## config.mk

```make
export PLATFORM = sky130hd
export DESIGN_NAME = decode_top
export DESIGN_NICKNAME = d
export VERILOG_FILES = /design/src/rv32i_pkg.sv /design/src/branch_unit.sv /design/src/control_rom.sv /design/src/decode_top.sv /design/src/id_stage.sv /design/src/pipe_reg.sv /design/src/regfile.sv
export SDC_FILE = /design/constraint.sdc
export NUM_CORES = 2
export LEC_CHECK = 0
export BUFFER_PORTS_ARGS = -buffer_cell sky130_fd_sc_hd__buf_2
export CAP_MARGIN = 20
export CORE_UTILIZATION = 50
export DETAILED_ROUTE_END_ITERATION = 16
export PLACE_DENSITY_LB_ADDON = 0.3
export SETUP_SLACK_MARGIN = 0.3
export SLEW_MARGIN = 20
export SYNTH_ARGS = -nofsm -noshare
export SYNTH_HDL_FRONTEND = slang
export SYNTH_SLANG_ARGS = --single-unit
export TNS_END_PERCENT = 30
```

## constraint.sdc

```tcl
create_clock -name clk -period 41.3 [get_ports clk]
set_input_delay 4.13 -clock clk [delete_from_list [all_inputs] [get_ports clk]]
set_output_delay 4.13 -clock clk [all_outputs]
set_load 0.01 [all_outputs]
```

## src/rv32i_pkg.sv

```systemverilog
package rv32i_pkg;

    localparam int xlen = 32;

    // addi x0, x0, 0
    localparam logic [31:0] nop_instr = 32'h0000_0013;

    typedef enum logic [6:0] {
        op_lui   = 7'b0110111,
        op_auipc = 7'b0010111,
        op_jal   = 7'b1101111,
        op_jalr  = 7'b1100111,
        op_br    = 7'b1100011,
        op_load  = 7'b0000011,
        op_store = 7'b0100011,
        op_imm   = 7'b0010011,
        op_reg   = 7'b0110011,
        op_csr   = 7'b1110011
    } rv32i_opcode_t;

    // encodings follow the branch funct3 field
    typedef enum logic [2:0] {
        beq  = 3'b000,
        bne  = 3'b001,
        blt  = 3'b100,
        bge  = 3'b101,
        bltu = 3'b110,
        bgeu = 3'b111
    } branch_funct3_t;

    typedef enum logic [2:0] {
        alu_add, alu_sll, alu_sra, alu_sub, alu_xor, alu_srl, alu_or, alu_and
    } alu_ops_t;

    typedef enum logic [1:0] {pc_plus4, pc_br_target, pc_jalr_target} pcmux_sel_t;

    typedef enum logic [1:0] {fwd_id, fwd_ex_alu, fwd_mem_alu, fwd_wb_data} fwd_sel_t;

    typedef enum logic {alu1_rs1, alu1_pc} alumux1_sel_t;

    typedef enum logic [2:0] {
        alu2_i_imm, alu2_u_imm, alu2_b_imm, alu2_s_imm, alu2_j_imm, alu2_rs2
    } alumux2_sel_t;

    typedef enum logic [3:0] {
        rf_alu_out, rf_br_en, rf_u_imm, rf_lw, rf_pc_plus4, rf_lb, rf_lbu, rf_lh, rf_lhu
    } regfilemux_sel_t;

    typedef struct packed {
        rv32i_opcode_t   opcode;
        alu_ops_t        aluop;
        branch_funct3_t  cmpop;
        logic            cmp_imm;
        alumux1_sel_t    alumux1_sel;
        alumux2_sel_t    alumux2_sel;
        logic            load_regfile;
        logic            mem_read;
        logic            mem_write;
        logic [3:0]      mem_byte_en;
        regfilemux_sel_t regfilemux_sel;
    } ctrl_word_t;

    localparam ctrl_word_t bubble_ctrl = '{
        opcode: op_csr, aluop: alu_add, cmpop: beq, cmp_imm: 1'b0,
        alumux1_sel: alu1_rs1, alumux2_sel: alu2_rs2, load_regfile: 1'b0,
        mem_read: 1'b0, mem_write: 1'b0, mem_byte_en: 4'h0, regfilemux_sel: rf_alu_out
    };

    typedef struct packed {
        logic [xlen-1:0] instr;
        logic [xlen-1:0] pc;
    } if_id_t;

    typedef struct packed {
        ctrl_word_t      ctrl;
        logic [xlen-1:0] pc;
        logic [xlen-1:0] rs1_data;
        logic [xlen-1:0] rs2_data;
        logic [xlen-1:0] i_imm;
        logic [xlen-1:0] s_imm;
        logic [xlen-1:0] b_imm;
        logic [xlen-1:0] u_imm;
        logic [xlen-1:0] j_imm;
        logic [4:0]      rs1;
        logic [4:0]      rs2;
        logic [4:0]      rd;
    } id_ex_t;

    localparam if_id_t if_id_reset = '{instr: nop_instr, pc: '0};
    localparam id_ex_t id_ex_reset = '{ctrl: bubble_ctrl, default: '0};

endpackage

```

## src/branch_unit.sv

```systemverilog
`timescale 1ns/1ps

module branch_unit (
    input  rv32i_pkg::rv32i_opcode_t   opcode_i,
    input  rv32i_pkg::branch_funct3_t  cmpop_i,
    input  logic                       cmp_imm_i,
    input  logic [rv32i_pkg::xlen-1:0] rs1_val_i,
    input  logic [rv32i_pkg::xlen-1:0] rs2_val_i,
    input  logic [rv32i_pkg::xlen-1:0] i_imm_i,
    input  logic [rv32i_pkg::xlen-1:0] b_imm_i,
    input  logic [rv32i_pkg::xlen-1:0] j_imm_i,
    input  logic [rv32i_pkg::xlen-1:0] pc_i,
    output logic                       br_en_o,
    output logic [rv32i_pkg::xlen-1:0] target_o,
    output rv32i_pkg::pcmux_sel_t      pcmux_sel_o
);
    import rv32i_pkg::*;

    logic [xlen-1:0] cmp_b;
    logic [xlen-1:0] jalr_sum;

    assign cmp_b    = cmp_imm_i ? i_imm_i : rs2_val_i;
    assign jalr_sum = rs1_val_i + i_imm_i;

    always_comb begin
        case (cmpop_i)
            beq:     br_en_o = (rs1_val_i == cmp_b);
            bne:     br_en_o = (rs1_val_i != cmp_b);
            blt:     br_en_o = ($signed(rs1_val_i) < $signed(cmp_b));
            bge:     br_en_o = ($signed(rs1_val_i) >= $signed(cmp_b));
            bltu:    br_en_o = (rs1_val_i < cmp_b);
            bgeu:    br_en_o = (rs1_val_i >= cmp_b);
            default: br_en_o = 1'b0;
        endcase
    end

    always_comb begin
        target_o    = pc_i + b_imm_i;
        pcmux_sel_o = pc_plus4;
        case (opcode_i)
            op_br: begin
                if (br_en_o) begin
                    pcmux_sel_o = pc_br_target;
                end
            end
            op_jal: begin
                target_o    = pc_i + j_imm_i;
                pcmux_sel_o = pc_br_target;
            end
            op_jalr: begin
                // low bit cleared per the jalr rule
                target_o    = {jalr_sum[xlen-1:1], 1'b0};
                pcmux_sel_o = pc_jalr_target;
            end
            default: ;
        endcase
    end

endmodule

```

## src/control_rom.sv

```systemverilog
`timescale 1ns/1ps

module control_rom (
    input  rv32i_pkg::rv32i_opcode_t opcode_i,
    input  logic [2:0]               funct3_i,
    input  logic [6:0]               funct7_i,
    output rv32i_pkg::ctrl_word_t    ctrl_o
);
    import rv32i_pkg::*;

    always_comb begin
        // defaults, overridden per opcode below
        ctrl_o                = bubble_ctrl;
        ctrl_o.opcode         = opcode_i;
        ctrl_o.aluop          = alu_ops_t'(funct3_i);
        ctrl_o.cmpop          = branch_funct3_t'(funct3_i);
        ctrl_o.alumux2_sel    = alu2_i_imm;
        unique case (opcode_i)
            op_lui: begin
                ctrl_o.load_regfile   = 1'b1;
                ctrl_o.regfilemux_sel = rf_u_imm;
            end
            op_auipc: begin
                ctrl_o.aluop        = alu_add;
                ctrl_o.alumux1_sel  = alu1_pc;
                ctrl_o.alumux2_sel  = alu2_u_imm;
                ctrl_o.load_regfile = 1'b1;
            end
            op_jal, op_jalr: begin
                // link value is pc + 4
                ctrl_o.aluop          = alu_add;
                ctrl_o.alumux1_sel    = (opcode_i == op_jal) ? alu1_pc : alu1_rs1;
                ctrl_o.alumux2_sel    = (opcode_i == op_jal) ? alu2_j_imm : alu2_i_imm;
                ctrl_o.load_regfile   = 1'b1;
                ctrl_o.regfilemux_sel = rf_pc_plus4;
            end
            op_br: begin
                ctrl_o.aluop       = alu_add;
                ctrl_o.alumux1_sel = alu1_pc;
                ctrl_o.alumux2_sel = alu2_b_imm;
            end
            op_load: begin
                ctrl_o.aluop        = alu_add;
                ctrl_o.load_regfile = 1'b1;
                ctrl_o.mem_read     = 1'b1;
                ctrl_o.mem_byte_en  = 4'b1111;
                case (funct3_i)
                    3'b000:  ctrl_o.regfilemux_sel = rf_lb;
                    3'b001:  ctrl_o.regfilemux_sel = rf_lh;
                    3'b100:  ctrl_o.regfilemux_sel = rf_lbu;
                    3'b101:  ctrl_o.regfilemux_sel = rf_lhu;
                    default: ctrl_o.regfilemux_sel = rf_lw;
                endcase
            end
            op_store: begin
                // byte enables are unshifted, execute aligns them
                ctrl_o.aluop       = alu_add;
                ctrl_o.alumux2_sel = alu2_s_imm;
                ctrl_o.mem_write   = 1'b1;
                case (funct3_i)
                    3'b000:  ctrl_o.mem_byte_en = 4'b0001;
                    3'b001:  ctrl_o.mem_byte_en = 4'b0011;
                    default: ctrl_o.mem_byte_en = 4'b1111;
                endcase
            end
            op_imm, op_reg: begin
                ctrl_o.load_regfile = 1'b1;
                if (opcode_i == op_reg) begin
                    ctrl_o.alumux2_sel = alu2_rs2;
                end
                case (funct3_i)
                    3'b000: begin
                        ctrl_o.aluop = (opcode_i == op_reg && funct7_i[5]) ? alu_sub : alu_add;
                    end
                    3'b101: ctrl_o.aluop = funct7_i[5] ? alu_sra : alu_srl;
                    3'b010, 3'b011: begin
                        // slt and sltu reuse the comparator
                        ctrl_o.cmpop          = funct3_i[0] ? bltu : blt;
                        ctrl_o.cmp_imm        = (opcode_i == op_imm);
                        ctrl_o.regfilemux_sel = rf_br_en;
                    end
                    default: ;
                endcase
            end
            default: ctrl_o = bubble_ctrl;
        endcase
    end

endmodule

```

## src/decode_top.sv

```systemverilog
`timescale 1ns/1ps

module decode_top (
    input  logic                       clk,
    input  logic                       rst,
    input  logic [rv32i_pkg::xlen-1:0] instr_i,
    input  logic [rv32i_pkg::xlen-1:0] pc_i,
    input  logic                       if_id_ld_i,
    input  logic                       id_ex_ld_i,
    input  logic                       bubble_i,
    input  rv32i_pkg::fwd_sel_t        fwd_a_sel_i,
    input  rv32i_pkg::fwd_sel_t        fwd_b_sel_i,
    input  logic [rv32i_pkg::xlen-1:0] ex_alu_i,
    input  logic [rv32i_pkg::xlen-1:0] mem_alu_i,
    input  logic                       wb_load_i,
    input  logic [4:0]                 wb_rd_i,
    input  logic [rv32i_pkg::xlen-1:0] wb_data_i,
    output rv32i_pkg::ctrl_word_t      ex_ctrl_o,
    output logic [rv32i_pkg::xlen-1:0] ex_pc_o,
    output logic [rv32i_pkg::xlen-1:0] ex_rs1_data_o,
    output logic [rv32i_pkg::xlen-1:0] ex_rs2_data_o,
    output logic [rv32i_pkg::xlen-1:0] ex_i_imm_o,
    output logic [rv32i_pkg::xlen-1:0] ex_s_imm_o,
    output logic [rv32i_pkg::xlen-1:0] ex_b_imm_o,
    output logic [rv32i_pkg::xlen-1:0] ex_u_imm_o,
    output logic [rv32i_pkg::xlen-1:0] ex_j_imm_o,
    output logic [4:0]                 ex_rs1_o,
    output logic [4:0]                 ex_rs2_o,
    output logic [4:0]                 ex_rd_o,
    output logic                       flush_o,
    output logic [rv32i_pkg::xlen-1:0] branch_pc_o,
    output rv32i_pkg::pcmux_sel_t      pcmux_sel_o,
    output logic                       halt_o
);
    import rv32i_pkg::*;

    if_id_t if_id_d, if_id_q;
    id_ex_t id_ex_d, id_ex_q;

    assign if_id_d = '{instr: instr_i, pc: pc_i};

    // a flush replaces the fetched instruction with a nop
    pipe_reg #(.payload_t(if_id_t), .reset_val(if_id_reset)) u_if_id (
        .clk (clk), .rst (rst), .ld_i (if_id_ld_i),
        .flush_i (flush_o), .flush_val_i (if_id_reset),
        .d_i (if_id_d), .q_o (if_id_q)
    );

    id_stage u_id (
        .clk (clk), .rst (rst),
        .instr_i (if_id_q.instr), .pc_i (if_id_q.pc),
        .wb_load_i (wb_load_i), .wb_rd_i (wb_rd_i), .wb_data_i (wb_data_i),
        .ex_alu_i (ex_alu_i), .mem_alu_i (mem_alu_i),
        .fwd_a_sel_i (fwd_a_sel_i), .fwd_b_sel_i (fwd_b_sel_i),
        .bubble_i (bubble_i), .if_id_ld_i (if_id_ld_i), .id_ex_ld_i (id_ex_ld_i),
        .id_ex_o (id_ex_d), .flush_o (flush_o), .branch_pc_o (branch_pc_o),
        .pcmux_sel_o (pcmux_sel_o), .halt_o (halt_o)
    );

    pipe_reg #(.payload_t(id_ex_t), .reset_val(id_ex_reset)) u_id_ex (
        .clk (clk), .rst (rst), .ld_i (id_ex_ld_i), .d_i (id_ex_d), .q_o (id_ex_q)
    );

    assign ex_ctrl_o     = id_ex_q.ctrl;
    assign ex_pc_o       = id_ex_q.pc;
    assign ex_rs1_data_o = id_ex_q.rs1_data;
    assign ex_rs2_data_o = id_ex_q.rs2_data;
    assign ex_i_imm_o    = id_ex_q.i_imm;
    assign ex_s_imm_o    = id_ex_q.s_imm;
    assign ex_b_imm_o    = id_ex_q.b_imm;
    assign ex_u_imm_o    = id_ex_q.u_imm;
    assign ex_j_imm_o    = id_ex_q.j_imm;
    assign ex_rs1_o      = id_ex_q.rs1;
    assign ex_rs2_o      = id_ex_q.rs2;
    assign ex_rd_o       = id_ex_q.rd;

endmodule

```

## src/id_stage.sv

```systemverilog
`timescale 1ns/1ps

module id_stage (
    input  logic                       clk,
    input  logic                       rst,
    input  logic [rv32i_pkg::xlen-1:0] instr_i,
    input  logic [rv32i_pkg::xlen-1:0] pc_i,
    input  logic                       wb_load_i,
    input  logic [4:0]                 wb_rd_i,
    input  logic [rv32i_pkg::xlen-1:0] wb_data_i,
    input  logic [rv32i_pkg::xlen-1:0] ex_alu_i,
    input  logic [rv32i_pkg::xlen-1:0] mem_alu_i,
    input  rv32i_pkg::fwd_sel_t        fwd_a_sel_i,
    input  rv32i_pkg::fwd_sel_t        fwd_b_sel_i,
    input  logic                       bubble_i,
    input  logic                       if_id_ld_i,
    input  logic                       id_ex_ld_i,
    output rv32i_pkg::id_ex_t          id_ex_o,
    output logic                       flush_o,
    output logic [rv32i_pkg::xlen-1:0] branch_pc_o,
    output rv32i_pkg::pcmux_sel_t      pcmux_sel_o,
    output logic                       halt_o
);
    import rv32i_pkg::*;

    rv32i_opcode_t   opcode;
    logic [2:0]      funct3;
    logic [6:0]      funct7;
    logic [4:0]      rs1, rs2, rd;
    logic [xlen-1:0] i_imm, s_imm, b_imm, u_imm, j_imm;
    logic [xlen-1:0] rs1_data, rs2_data;
    logic [xlen-1:0] rs1_val, rs2_val;
    ctrl_word_t      ctrl_rom;
    ctrl_word_t      ctrl_bub;
    logic            br_en;

    function automatic logic [xlen-1:0] fwd_pick(
        input fwd_sel_t        sel,
        input logic [xlen-1:0] reg_val,
        input logic [xlen-1:0] ex_val,
        input logic [xlen-1:0] mem_val,
        input logic [xlen-1:0] wb_val
    );
        case (sel)
            fwd_ex_alu:  return ex_val;
            fwd_mem_alu: return mem_val;
            fwd_wb_data: return wb_val;
            default:     return reg_val;
        endcase
    endfunction

    // instruction fields
    assign opcode = rv32i_opcode_t'(instr_i[6:0]);
    assign funct3 = instr_i[14:12];
    assign funct7 = instr_i[31:25];
    assign rs1    = instr_i[19:15];
    assign rs2    = instr_i[24:20];
    assign rd     = instr_i[11:7];

    assign i_imm = {{21{instr_i[31]}}, instr_i[30:20]};
    assign s_imm = {{21{instr_i[31]}}, instr_i[30:25], instr_i[11:7]};
    assign b_imm = {{20{instr_i[31]}}, instr_i[7], instr_i[30:25], instr_i[11:8], 1'b0};
    assign u_imm = {instr_i[31:12], 12'h000};
    assign j_imm = {{12{instr_i[31]}}, instr_i[19:12], instr_i[20], instr_i[30:21], 1'b0};

    control_rom u_ctrl_rom (
        .opcode_i (opcode),
        .funct3_i (funct3),
        .funct7_i (funct7),
        .ctrl_o   (ctrl_rom)
    );

    // hazard bubble, or IF/ID held while ID/EX advances
    assign ctrl_bub = (bubble_i || (!if_id_ld_i && id_ex_ld_i)) ? bubble_ctrl : ctrl_rom;

    regfile u_regfile (
        .clk        (clk),
        .rst        (rst),
        .load_i     (wb_load_i),
        .rd_i       (wb_rd_i),
        .data_i     (wb_data_i),
        .rs1_i      (rs1),
        .rs2_i      (rs2),
        .rs1_data_o (rs1_data),
        .rs2_data_o (rs2_data)
    );

    // compare operands may come from later stages
    assign rs1_val = fwd_pick(fwd_a_sel_i, rs1_data, ex_alu_i, mem_alu_i, wb_data_i);
    assign rs2_val = fwd_pick(fwd_b_sel_i, rs2_data, ex_alu_i, mem_alu_i, wb_data_i);

    branch_unit u_branch_unit (
        .opcode_i    (ctrl_bub.opcode),
        .cmpop_i     (ctrl_bub.cmpop),
        .cmp_imm_i   (ctrl_bub.cmp_imm),
        .rs1_val_i   (rs1_val),
        .rs2_val_i   (rs2_val),
        .i_imm_i     (i_imm),
        .b_imm_i     (b_imm),
        .j_imm_i     (j_imm),
        .pc_i        (pc_i),
        .br_en_o     (br_en),
        .target_o    (branch_pc_o),
        .pcmux_sel_o (pcmux_sel_o)
    );

    // every taken control transfer flushes the fetched instruction
    assign flush_o = (ctrl_bub.opcode == op_br && br_en) ||
                     ctrl_bub.opcode == op_jal || ctrl_bub.opcode == op_jalr;

    // jump to self is the end-of-program idiom
    assign halt_o = (pcmux_sel_o != pc_plus4) && (branch_pc_o == pc_i) && (pc_i != '0);

    always_comb begin
        id_ex_o.ctrl     = ctrl_bub;
        id_ex_o.pc       = pc_i;
        id_ex_o.rs1_data = rs1_data;
        id_ex_o.rs2_data = rs2_data;
        id_ex_o.i_imm    = i_imm;
        id_ex_o.s_imm    = s_imm;
        id_ex_o.b_imm    = b_imm;
        id_ex_o.u_imm    = u_imm;
        id_ex_o.j_imm    = j_imm;
        id_ex_o.rs1      = rs1;
        id_ex_o.rs2      = rs2;
        id_ex_o.rd       = rd;
    end

endmodule

```

## src/pipe_reg.sv

```systemverilog
`timescale 1ns/1ps

module pipe_reg #(
    parameter type      payload_t = logic [31:0],
    parameter payload_t reset_val = '0
) (
    input  logic     clk,
    input  logic     rst,
    input  logic     ld_i,
    input  logic     flush_i = 1'b0,
    input  payload_t flush_val_i = reset_val,
    input  payload_t d_i,
    output payload_t q_o
);

    // flush wins over load
    always_ff @(posedge clk or posedge rst) begin
        if (rst) begin
            q_o <= reset_val;
        end else if (flush_i) begin
            q_o <= flush_val_i;
        end else if (ld_i) begin
            q_o <= d_i;
        end
    end

endmodule

```

## src/regfile.sv

```systemverilog
`timescale 1ns/1ps

module regfile (
    input  logic                       clk,
    input  logic                       rst,
    input  logic                       load_i,
    input  logic [4:0]                 rd_i,
    input  logic [rv32i_pkg::xlen-1:0] data_i,
    input  logic [4:0]                 rs1_i,
    input  logic [4:0]                 rs2_i,
    output logic [rv32i_pkg::xlen-1:0] rs1_data_o,
    output logic [rv32i_pkg::xlen-1:0] rs2_data_o
);
    import rv32i_pkg::*;

    logic [xlen-1:0] regs [32];

    // x0 is never written
    always_ff @(posedge clk or posedge rst) begin
        if (rst) begin
            regs <= '{default: '0};
        end else if (load_i && rd_i != 5'd0) begin
            regs[rd_i] <= data_i;
        end
    end

    // same-cycle write shows up on the read port
    assign rs1_data_o = (rs1_i == 5'd0) ? '0 :
                        (load_i && rd_i == rs1_i) ? data_i : regs[rs1_i];
    assign rs2_data_o = (rs2_i == 5'd0) ? '0 :
                        (load_i && rd_i == rs2_i) ? data_i : regs[rs2_i];

endmodule

```

* Yosys cells after proc, flatten, opt, wreduce, memory -nomap -nowiden
Cells that the tools add are included.
Storage, ports and cells: output and inout port bits 336, bits of input ports 175, bits in registers 1304
Cells by class: bitwise gates (word level) 3, mux-type cells 44, reductions and logical operators 29, add/subtract/negate cells 3, equality and inequality tests 33, order comparisons 8
Operator list (number):
- 1024-bit bitwise mux | 1
- 32-bit binary-select mux with 5-bit select | 2
- 32-bit 2-to-1 mux | 10
- 32-bit one-hot mux with 3 select lines | 2
- 32-bit demux with 5-bit select | 1
- 64-bit 2-to-1 mux | 2
- 32-bit adder | 3
- 32-bit == test | 2
- 32-bit >= comparator | 2
- 32-bit less-than comparator | 2
- 32-bit one-hot mux with 2 select lines | 1
- 7-bit == test (second input constant) | 6
- 32-bit inequality test | 1
- 4-bit one-hot mux with 4 select lines | 2
- 32-bit nonzero test | 1
- 29-bit 2-to-1 mux | 1
- 4-bit one-hot mux with 2 select lines | 3
- 7-bit by 6-bit == test with 1-bit output (second input constant) | 3
- 3-bit == test (second input constant) | 6
- 6-bit >= comparator (second input constant) | 3
- 5-bit inverter with 6-bit output | 3
- 3-bit one-hot mux with 6 select lines | 1
- 7-bit by 5-bit == test with 1-bit output (second input constant) | 2
- 7-bit OR reduction | 2
- other kinds (25) | 58

* Depth between registers and ports, before layout
depth in word-level cells 15, depth in mapped cells 28

* By module
Synthesis repeated with hierarchy kept, for this count alone.
Unflattened totals: cell total of the unflattened synthesis 6573, area total of the unflattened synthesis 81304.2 um2
Modules (own cells, without submodules):
- regfile | area an instance 55150.4 um2, cells an instance 3814, instances 1
- pipe_reg at u_id_ex | area an instance 13997.2 um2, cells an instance 1302, instances 1
- branch_unit | area an instance 4874.7 um2, cells an instance 706, instances 1
- id_stage | area an instance 3731.1 um2, cells an instance 379, instances 1
- pipe_reg at u_if_id | area an instance 2975.4 um2, cells an instance 278, instances 1
- control_rom | area an instance 568.0 um2, cells an instance 92, instances 1
- decode_top | area an instance 7.5 um2, cells an instance 2, instances 1

* Least setup slack after synthesis
No wires, ideal clock.
kind input port to output port, start point in wb_rd_i[3], end point out halt_o, arrival time 9.535 ns, setup slack 27.635 ns, buffers on the path 3, cell stages on the path 23, path through buf_2 xor2_1 nor4_1 nand3_1 clkbuf_1 clkbuf_1 a211oi_1 nor2_1 a2111oi_0 nor2_1 ha_1 nand4_1 or4_1 or3_1 o311ai_0 mux2i_1 a2111oi_0 or2_1 a21boi_0 nand4_1 nor4_1 or4b_1 nor4b_2
On the way: cells in the longest elaborated chain, start to end 13, elaborated cells between the ends (all ways) 26
Ends and longest elaborated chain:
- from (decl) | RTL line decode_top.sv:16 | input logic [4:0] wb_rd_i,
- 5-bit == test | RTL line regfile.sv:31 | (load_i && rd_i == rs2_i) ? data_i : regs[rs2_i];
- 1-bit logical AND | RTL line regfile.sv:31
- 32-bit 2-to-1 mux | RTL line regfile.sv:31
- 32-bit 2-to-1 mux | RTL line regfile.sv:30 | assign rs2_data_o = (rs2_i == 5'd0) ? '0 :
- 32-bit one-hot mux with 3 select lines | RTL line id_stage.sv:44 | case (sel)
- 32-bit 2-to-1 mux | RTL line branch_unit.sv:22 | assign cmp_b = cmp_imm_i ? i_imm_i : rs2_val_i;
- 32-bit >= comparator, or another cell as far along | RTL line branch_unit.sv:32 | bgeu: br_en_o = (rs1_val_i >= cmp_b);
- 1-bit one-hot mux with 6 select lines | RTL line branch_unit.sv:26 | case (cmpop_i)
- 1-bit 2-to-1 mux | RTL line branch_unit.sv:42 | if (br_en_o) begin
- 2-bit one-hot mux with 3 select lines | RTL line branch_unit.sv:40 | case (opcode_i)
- 2-bit nonzero test | RTL line id_stage.sv:112 | assign halt_o = (pcmux_sel_o != pc_plus4) && (branch_pc_o == pc_i) && (pc_i != '0);
- 1-bit logical AND * (2 in series) | RTL line id_stage.sv:112
- to (decl) | RTL line decode_top.sv:33 | output logic halt_o
Every way passes the cells marked *; elsewhere a longest branch is shown, timed or not.

* Final worst setup path
start point in id_ex_ld_i, end point out halt_o
On the way: cells in the longest elaborated chain, start to end 11, elaborated cells between the ends (all ways) 27
Ends and longest elaborated chain:
- from (decl) | RTL line decode_top.sv:9 | input logic id_ex_ld_i,
- 1-bit logical AND * | RTL line id_stage.sv:74 | assign ctrl_bub = (bubble_i || (!if_id_ld_i && id_ex_ld_i)) ? bubble_ctrl : ctrl_rom;
- 1-bit logical OR * | RTL line id_stage.sv:74
- 29-bit 2-to-1 mux * | RTL line id_stage.sv:74
- 32-bit 2-to-1 mux | RTL line branch_unit.sv:22
- 32-bit >= comparator, or another cell as far along | RTL line branch_unit.sv:32
- 1-bit one-hot mux with 6 select lines | RTL line branch_unit.sv:26
- 1-bit 2-to-1 mux | RTL line branch_unit.sv:42
- 2-bit one-hot mux with 3 select lines | RTL line branch_unit.sv:40
- 2-bit nonzero test | RTL line id_stage.sv:112
- 1-bit logical AND * (2 in series) | RTL line id_stage.sv:112
Marked as above.

==> results.md <==
* TritonCTS clock tree: built
* Startpoint Class: input port
* Data arrival time of the worst path at ~12 ns
* Switching power at approximately 1.3 mW
* Vias at 48.9k
* Post-Syn Area at 72000 um^2
* Layout cells sized above 1 at 0.497
* Asr flop ratio synth at 1.00
* Chip width at about 380 um
* Die Height at 382 um
* Most common cell after layout, fill and taps aside: dfrtp_1
* Number of synthesized flops with an enable pin at 0
* Max_slew headroom at 0.197
* Tmin final at between 15 and 20 ns
* Total gr overflow at 0
* Minimum hold slack at around 0.40 ns
* CP max-delay cell: and2_1
* Worst Hold Launch: u_id.u_regfile.regs[1007]$_DFFE_PP0P_
* Synth Flop Type: dfrtp_1
* Period utilisation layout at 0.381
* H-tree depth at 4
* Hold EP: u_id.u_regfile.regs[1007]$_DFFE_PP0P_
* GRT Util Overall at 0.325
* Count of cell types in the netlist at just under 100
* CP top delay family: simple AND/OR/NAND/NOR gates
* Sw frac at 0.318
* Post-synthesis register bit count at 1237
* Final Setup Violations at 0
* Crit path top cell by count: nand4_1
* CP bufs+invs at 3
* RSZ-0062 raised after global routing: false
* Setup slack after layout at approximately 26 ns
* Hold crit path type: flop to flop
* Crit-path max cell delay at approximately 0.72 ns
* Post-synthesis area per instance at approximately 14 um^2
* Worst reg2reg path depth at 19
* Pin count of the biggest net entering global routing at 173
* Setup Skew at ~0.034 ns
* Crit Path Max Fanout at approximately 110
* Crit path required time at 37.17 ns
* Post-CTS sizing at 0
* Combinational share of power at 0.295
* Synth warnings at 0
* Critical R2R Capture: u_if_id.q_o[51]$_DFFE_PP0P_
* I/O pin cnt at 511
* Critical R2R Launch: u_if_id.q_o[47]$_DFFE_PP0P_
* Critical Path End Type: primary output
* Worst Hold Path Cells at 0
* Run status: completed
* Final GP Congestion at between 0.9 and 1
* Clk sinks at ~1.2k
* Syn Inst Count at between 5k and 6k
* First-pass GRT wire length at 345 mm
* Max IR drop VDD at between 0.00004 and 0.00005 V
* CTS root buf: clkbuf_16
* Max-slew violation count at 0
* Post-synthesis sequential area ratio at 0.430
* Crit-path cells: buf_6 -> nor2b_1 -> nor3_1 -> and3_1 -> and3_2 -> buf_4 -> and2_1 -> nor2_1 -> ha_1 -> nand4_1 -> or4_1 -> or3_1 -> o311ai_0 -> mux2i_1 -> a2111oi_0 -> or2_2 -> a21boi_0 -> nand4_1 -> nor4_1 -> or4b_1 -> nor4b_2 -> buf_2
* Drt via density at between 6 and 7
* Initial antenna violation count at 32
* FMAX at 0.0635 GHz
* Cts hold-fix bufs at 0
* Power density over cell area at about 52 nW/um^2
* CTS clk-pin slew, worst paths at 0.06 ns
* CTS buffer count at between 100 and 150
* Postcts setup bufs at 0
* Critical path class: input port to primary output
* Setup TNS at 0 ns
* Post-route ant nets at 0
* Layout area overhead at 10.2%
* Sequential Power Share at 0.406
* Initial drt markers at just under 5k
* Die area at about 150000 um^2
* Internal power at 2.79 mW
* Max cap viols at 0
* Final WL at ~240 mm
* Final nets at roughly 5.6k
* Max clock buf depth at 3
* Vias in the first global route at around 50k
* Pleak at 34.7 nW
* DRC violations left at 0
* Worst Tran Pin Value at between 1 and 1.5 ns
* Clk Latency, worst-skew pair at 0.79 ns
* Core footprint at 142000 um^2
* Wire length per cell at about 32 um
* Pre-CTS setup slack at 25.72 ns
* Hold Fails Final Rpt at 0
* Port-buffer cells at 496
* Row cnt at around 140
* Pre-antenna DRT Iters at 6
* Clock Power Share at 0.300
* Initial core utilization at 0.506
* Flop2flop setup slack at roughly 32 ns
* Most frequent cells in the layout: dfrtp_1 (1218), mux2_2 (1110), mux4_2 (674)
* Detailed Place HPWL at 150 mm
## power groups by stage
| stage | clock network, mW | registers, mW | logic (mW) |
|---|---|---|---|
| floorplan | 0 | 1.60 | 0.883 |
| global placement | 0 | 1.65 | 1.18 |
| detailed placement | 0 | 1.67 | 1.20 |
| CTS | 1.24 | 1.65 | 1.20 |
| global route | 1.29 | 1.69 | 1.28 |
| finish | 1.23 | 1.66 | 1.21 |
## metrics by stage
stage / utilization / cell area (um^2) / instances / total power, mW
final: 0.558 / 79400 / 7295 / 4.10
after global routing: 0.558 / 79400 / 7292 / 4.26
after CTS: 0.558 / 79300 / 7288 / 4.10
after detailed placement: 0.526 / 74900 / 7049 / 2.87
after global placement: 0.526 / 74900 / 7049 / 2.83
after floorplan: - / 72100 / 5226 / 2.49
## cell usage after synthesis, drive strengths merged (12+ instances only)
cell	n	area [um^2]
ha	92	1150
mux2	1110	12500
mux2i	177	1770
a2111oi	26	234
nor3	27	135
clkbuf	391	1470
a21o	50	375
a21oi	89	453
or3	12	80.1
nor2	281	1050
mux4	674	15200
xor2	41	359
and3	15	93.8
nand3	44	220
o22ai	14	87.6
nand4	27	169
o21ai	88	444
buf	272	1640
a31oi	19	119
nand3b	13	97.6
inv	46	173
a211oi	74	566
nor4	14	103
nand2	129	484
dfrtp	1227	30700
or2	19	119
nor2b	20	125
o21a	12	90.1
xnor2	47	412
## sequential cells by signal, indices dropped and copies added, names as in the netlist
signal	count
u_id_ex.q_o	149
u_id.u_regfile.regs	1024
u_if_id.q_o	64
## how the worst max path moves through the flow
stage                                              end       start  cells after the start  slack, ns
floorplan           u_id.u_regfile.regs[0]$_DFFE_PP0P_         rst                      1       2.33
global placement                                halt_o  id_ex_ld_i                     22      25.91
detailed placement                              halt_o  id_ex_ld_i                     22      25.72
CTS                                             halt_o  id_ex_ld_i                     22      25.69
global route                                    halt_o  id_ex_ld_i                     22      25.07
finish                                          halt_o  id_ex_ld_i                     22      25.55
## per-layer routing
metal,GRT usage,vias to the layer above,part of all wire
li1,-,19873,-
met1,0.428,25910,0.39
met2,0.509,2550,0.47
met3,0.0844,543,0.095
met4,0.141,26,0.046
met5,0,-,0.00073
## layout make-up
cell class	instances	area (um^2)
Tap cell	1890	2360
Antenna cell	7	17.5
Multi-Input combinational cell	3280	38000
Sequential cell	1237	31000
Inverter	46	183
Fill cell	11391	62900
Clock buffer	206	4050
Timing Repair Buffer	596	3320
Clock inverter	33	395
## kinds of logic after synthesis
kind of cell,synth area share
buf+inv,0.0455
compound gates,0.0443
fa+ha+maj,0.0165
other cells,0.0000521
simple gates,0.0436
flops,0.430
mux,0.409
xor+xnor,0.0113
(Power assumes the default switching activity.)
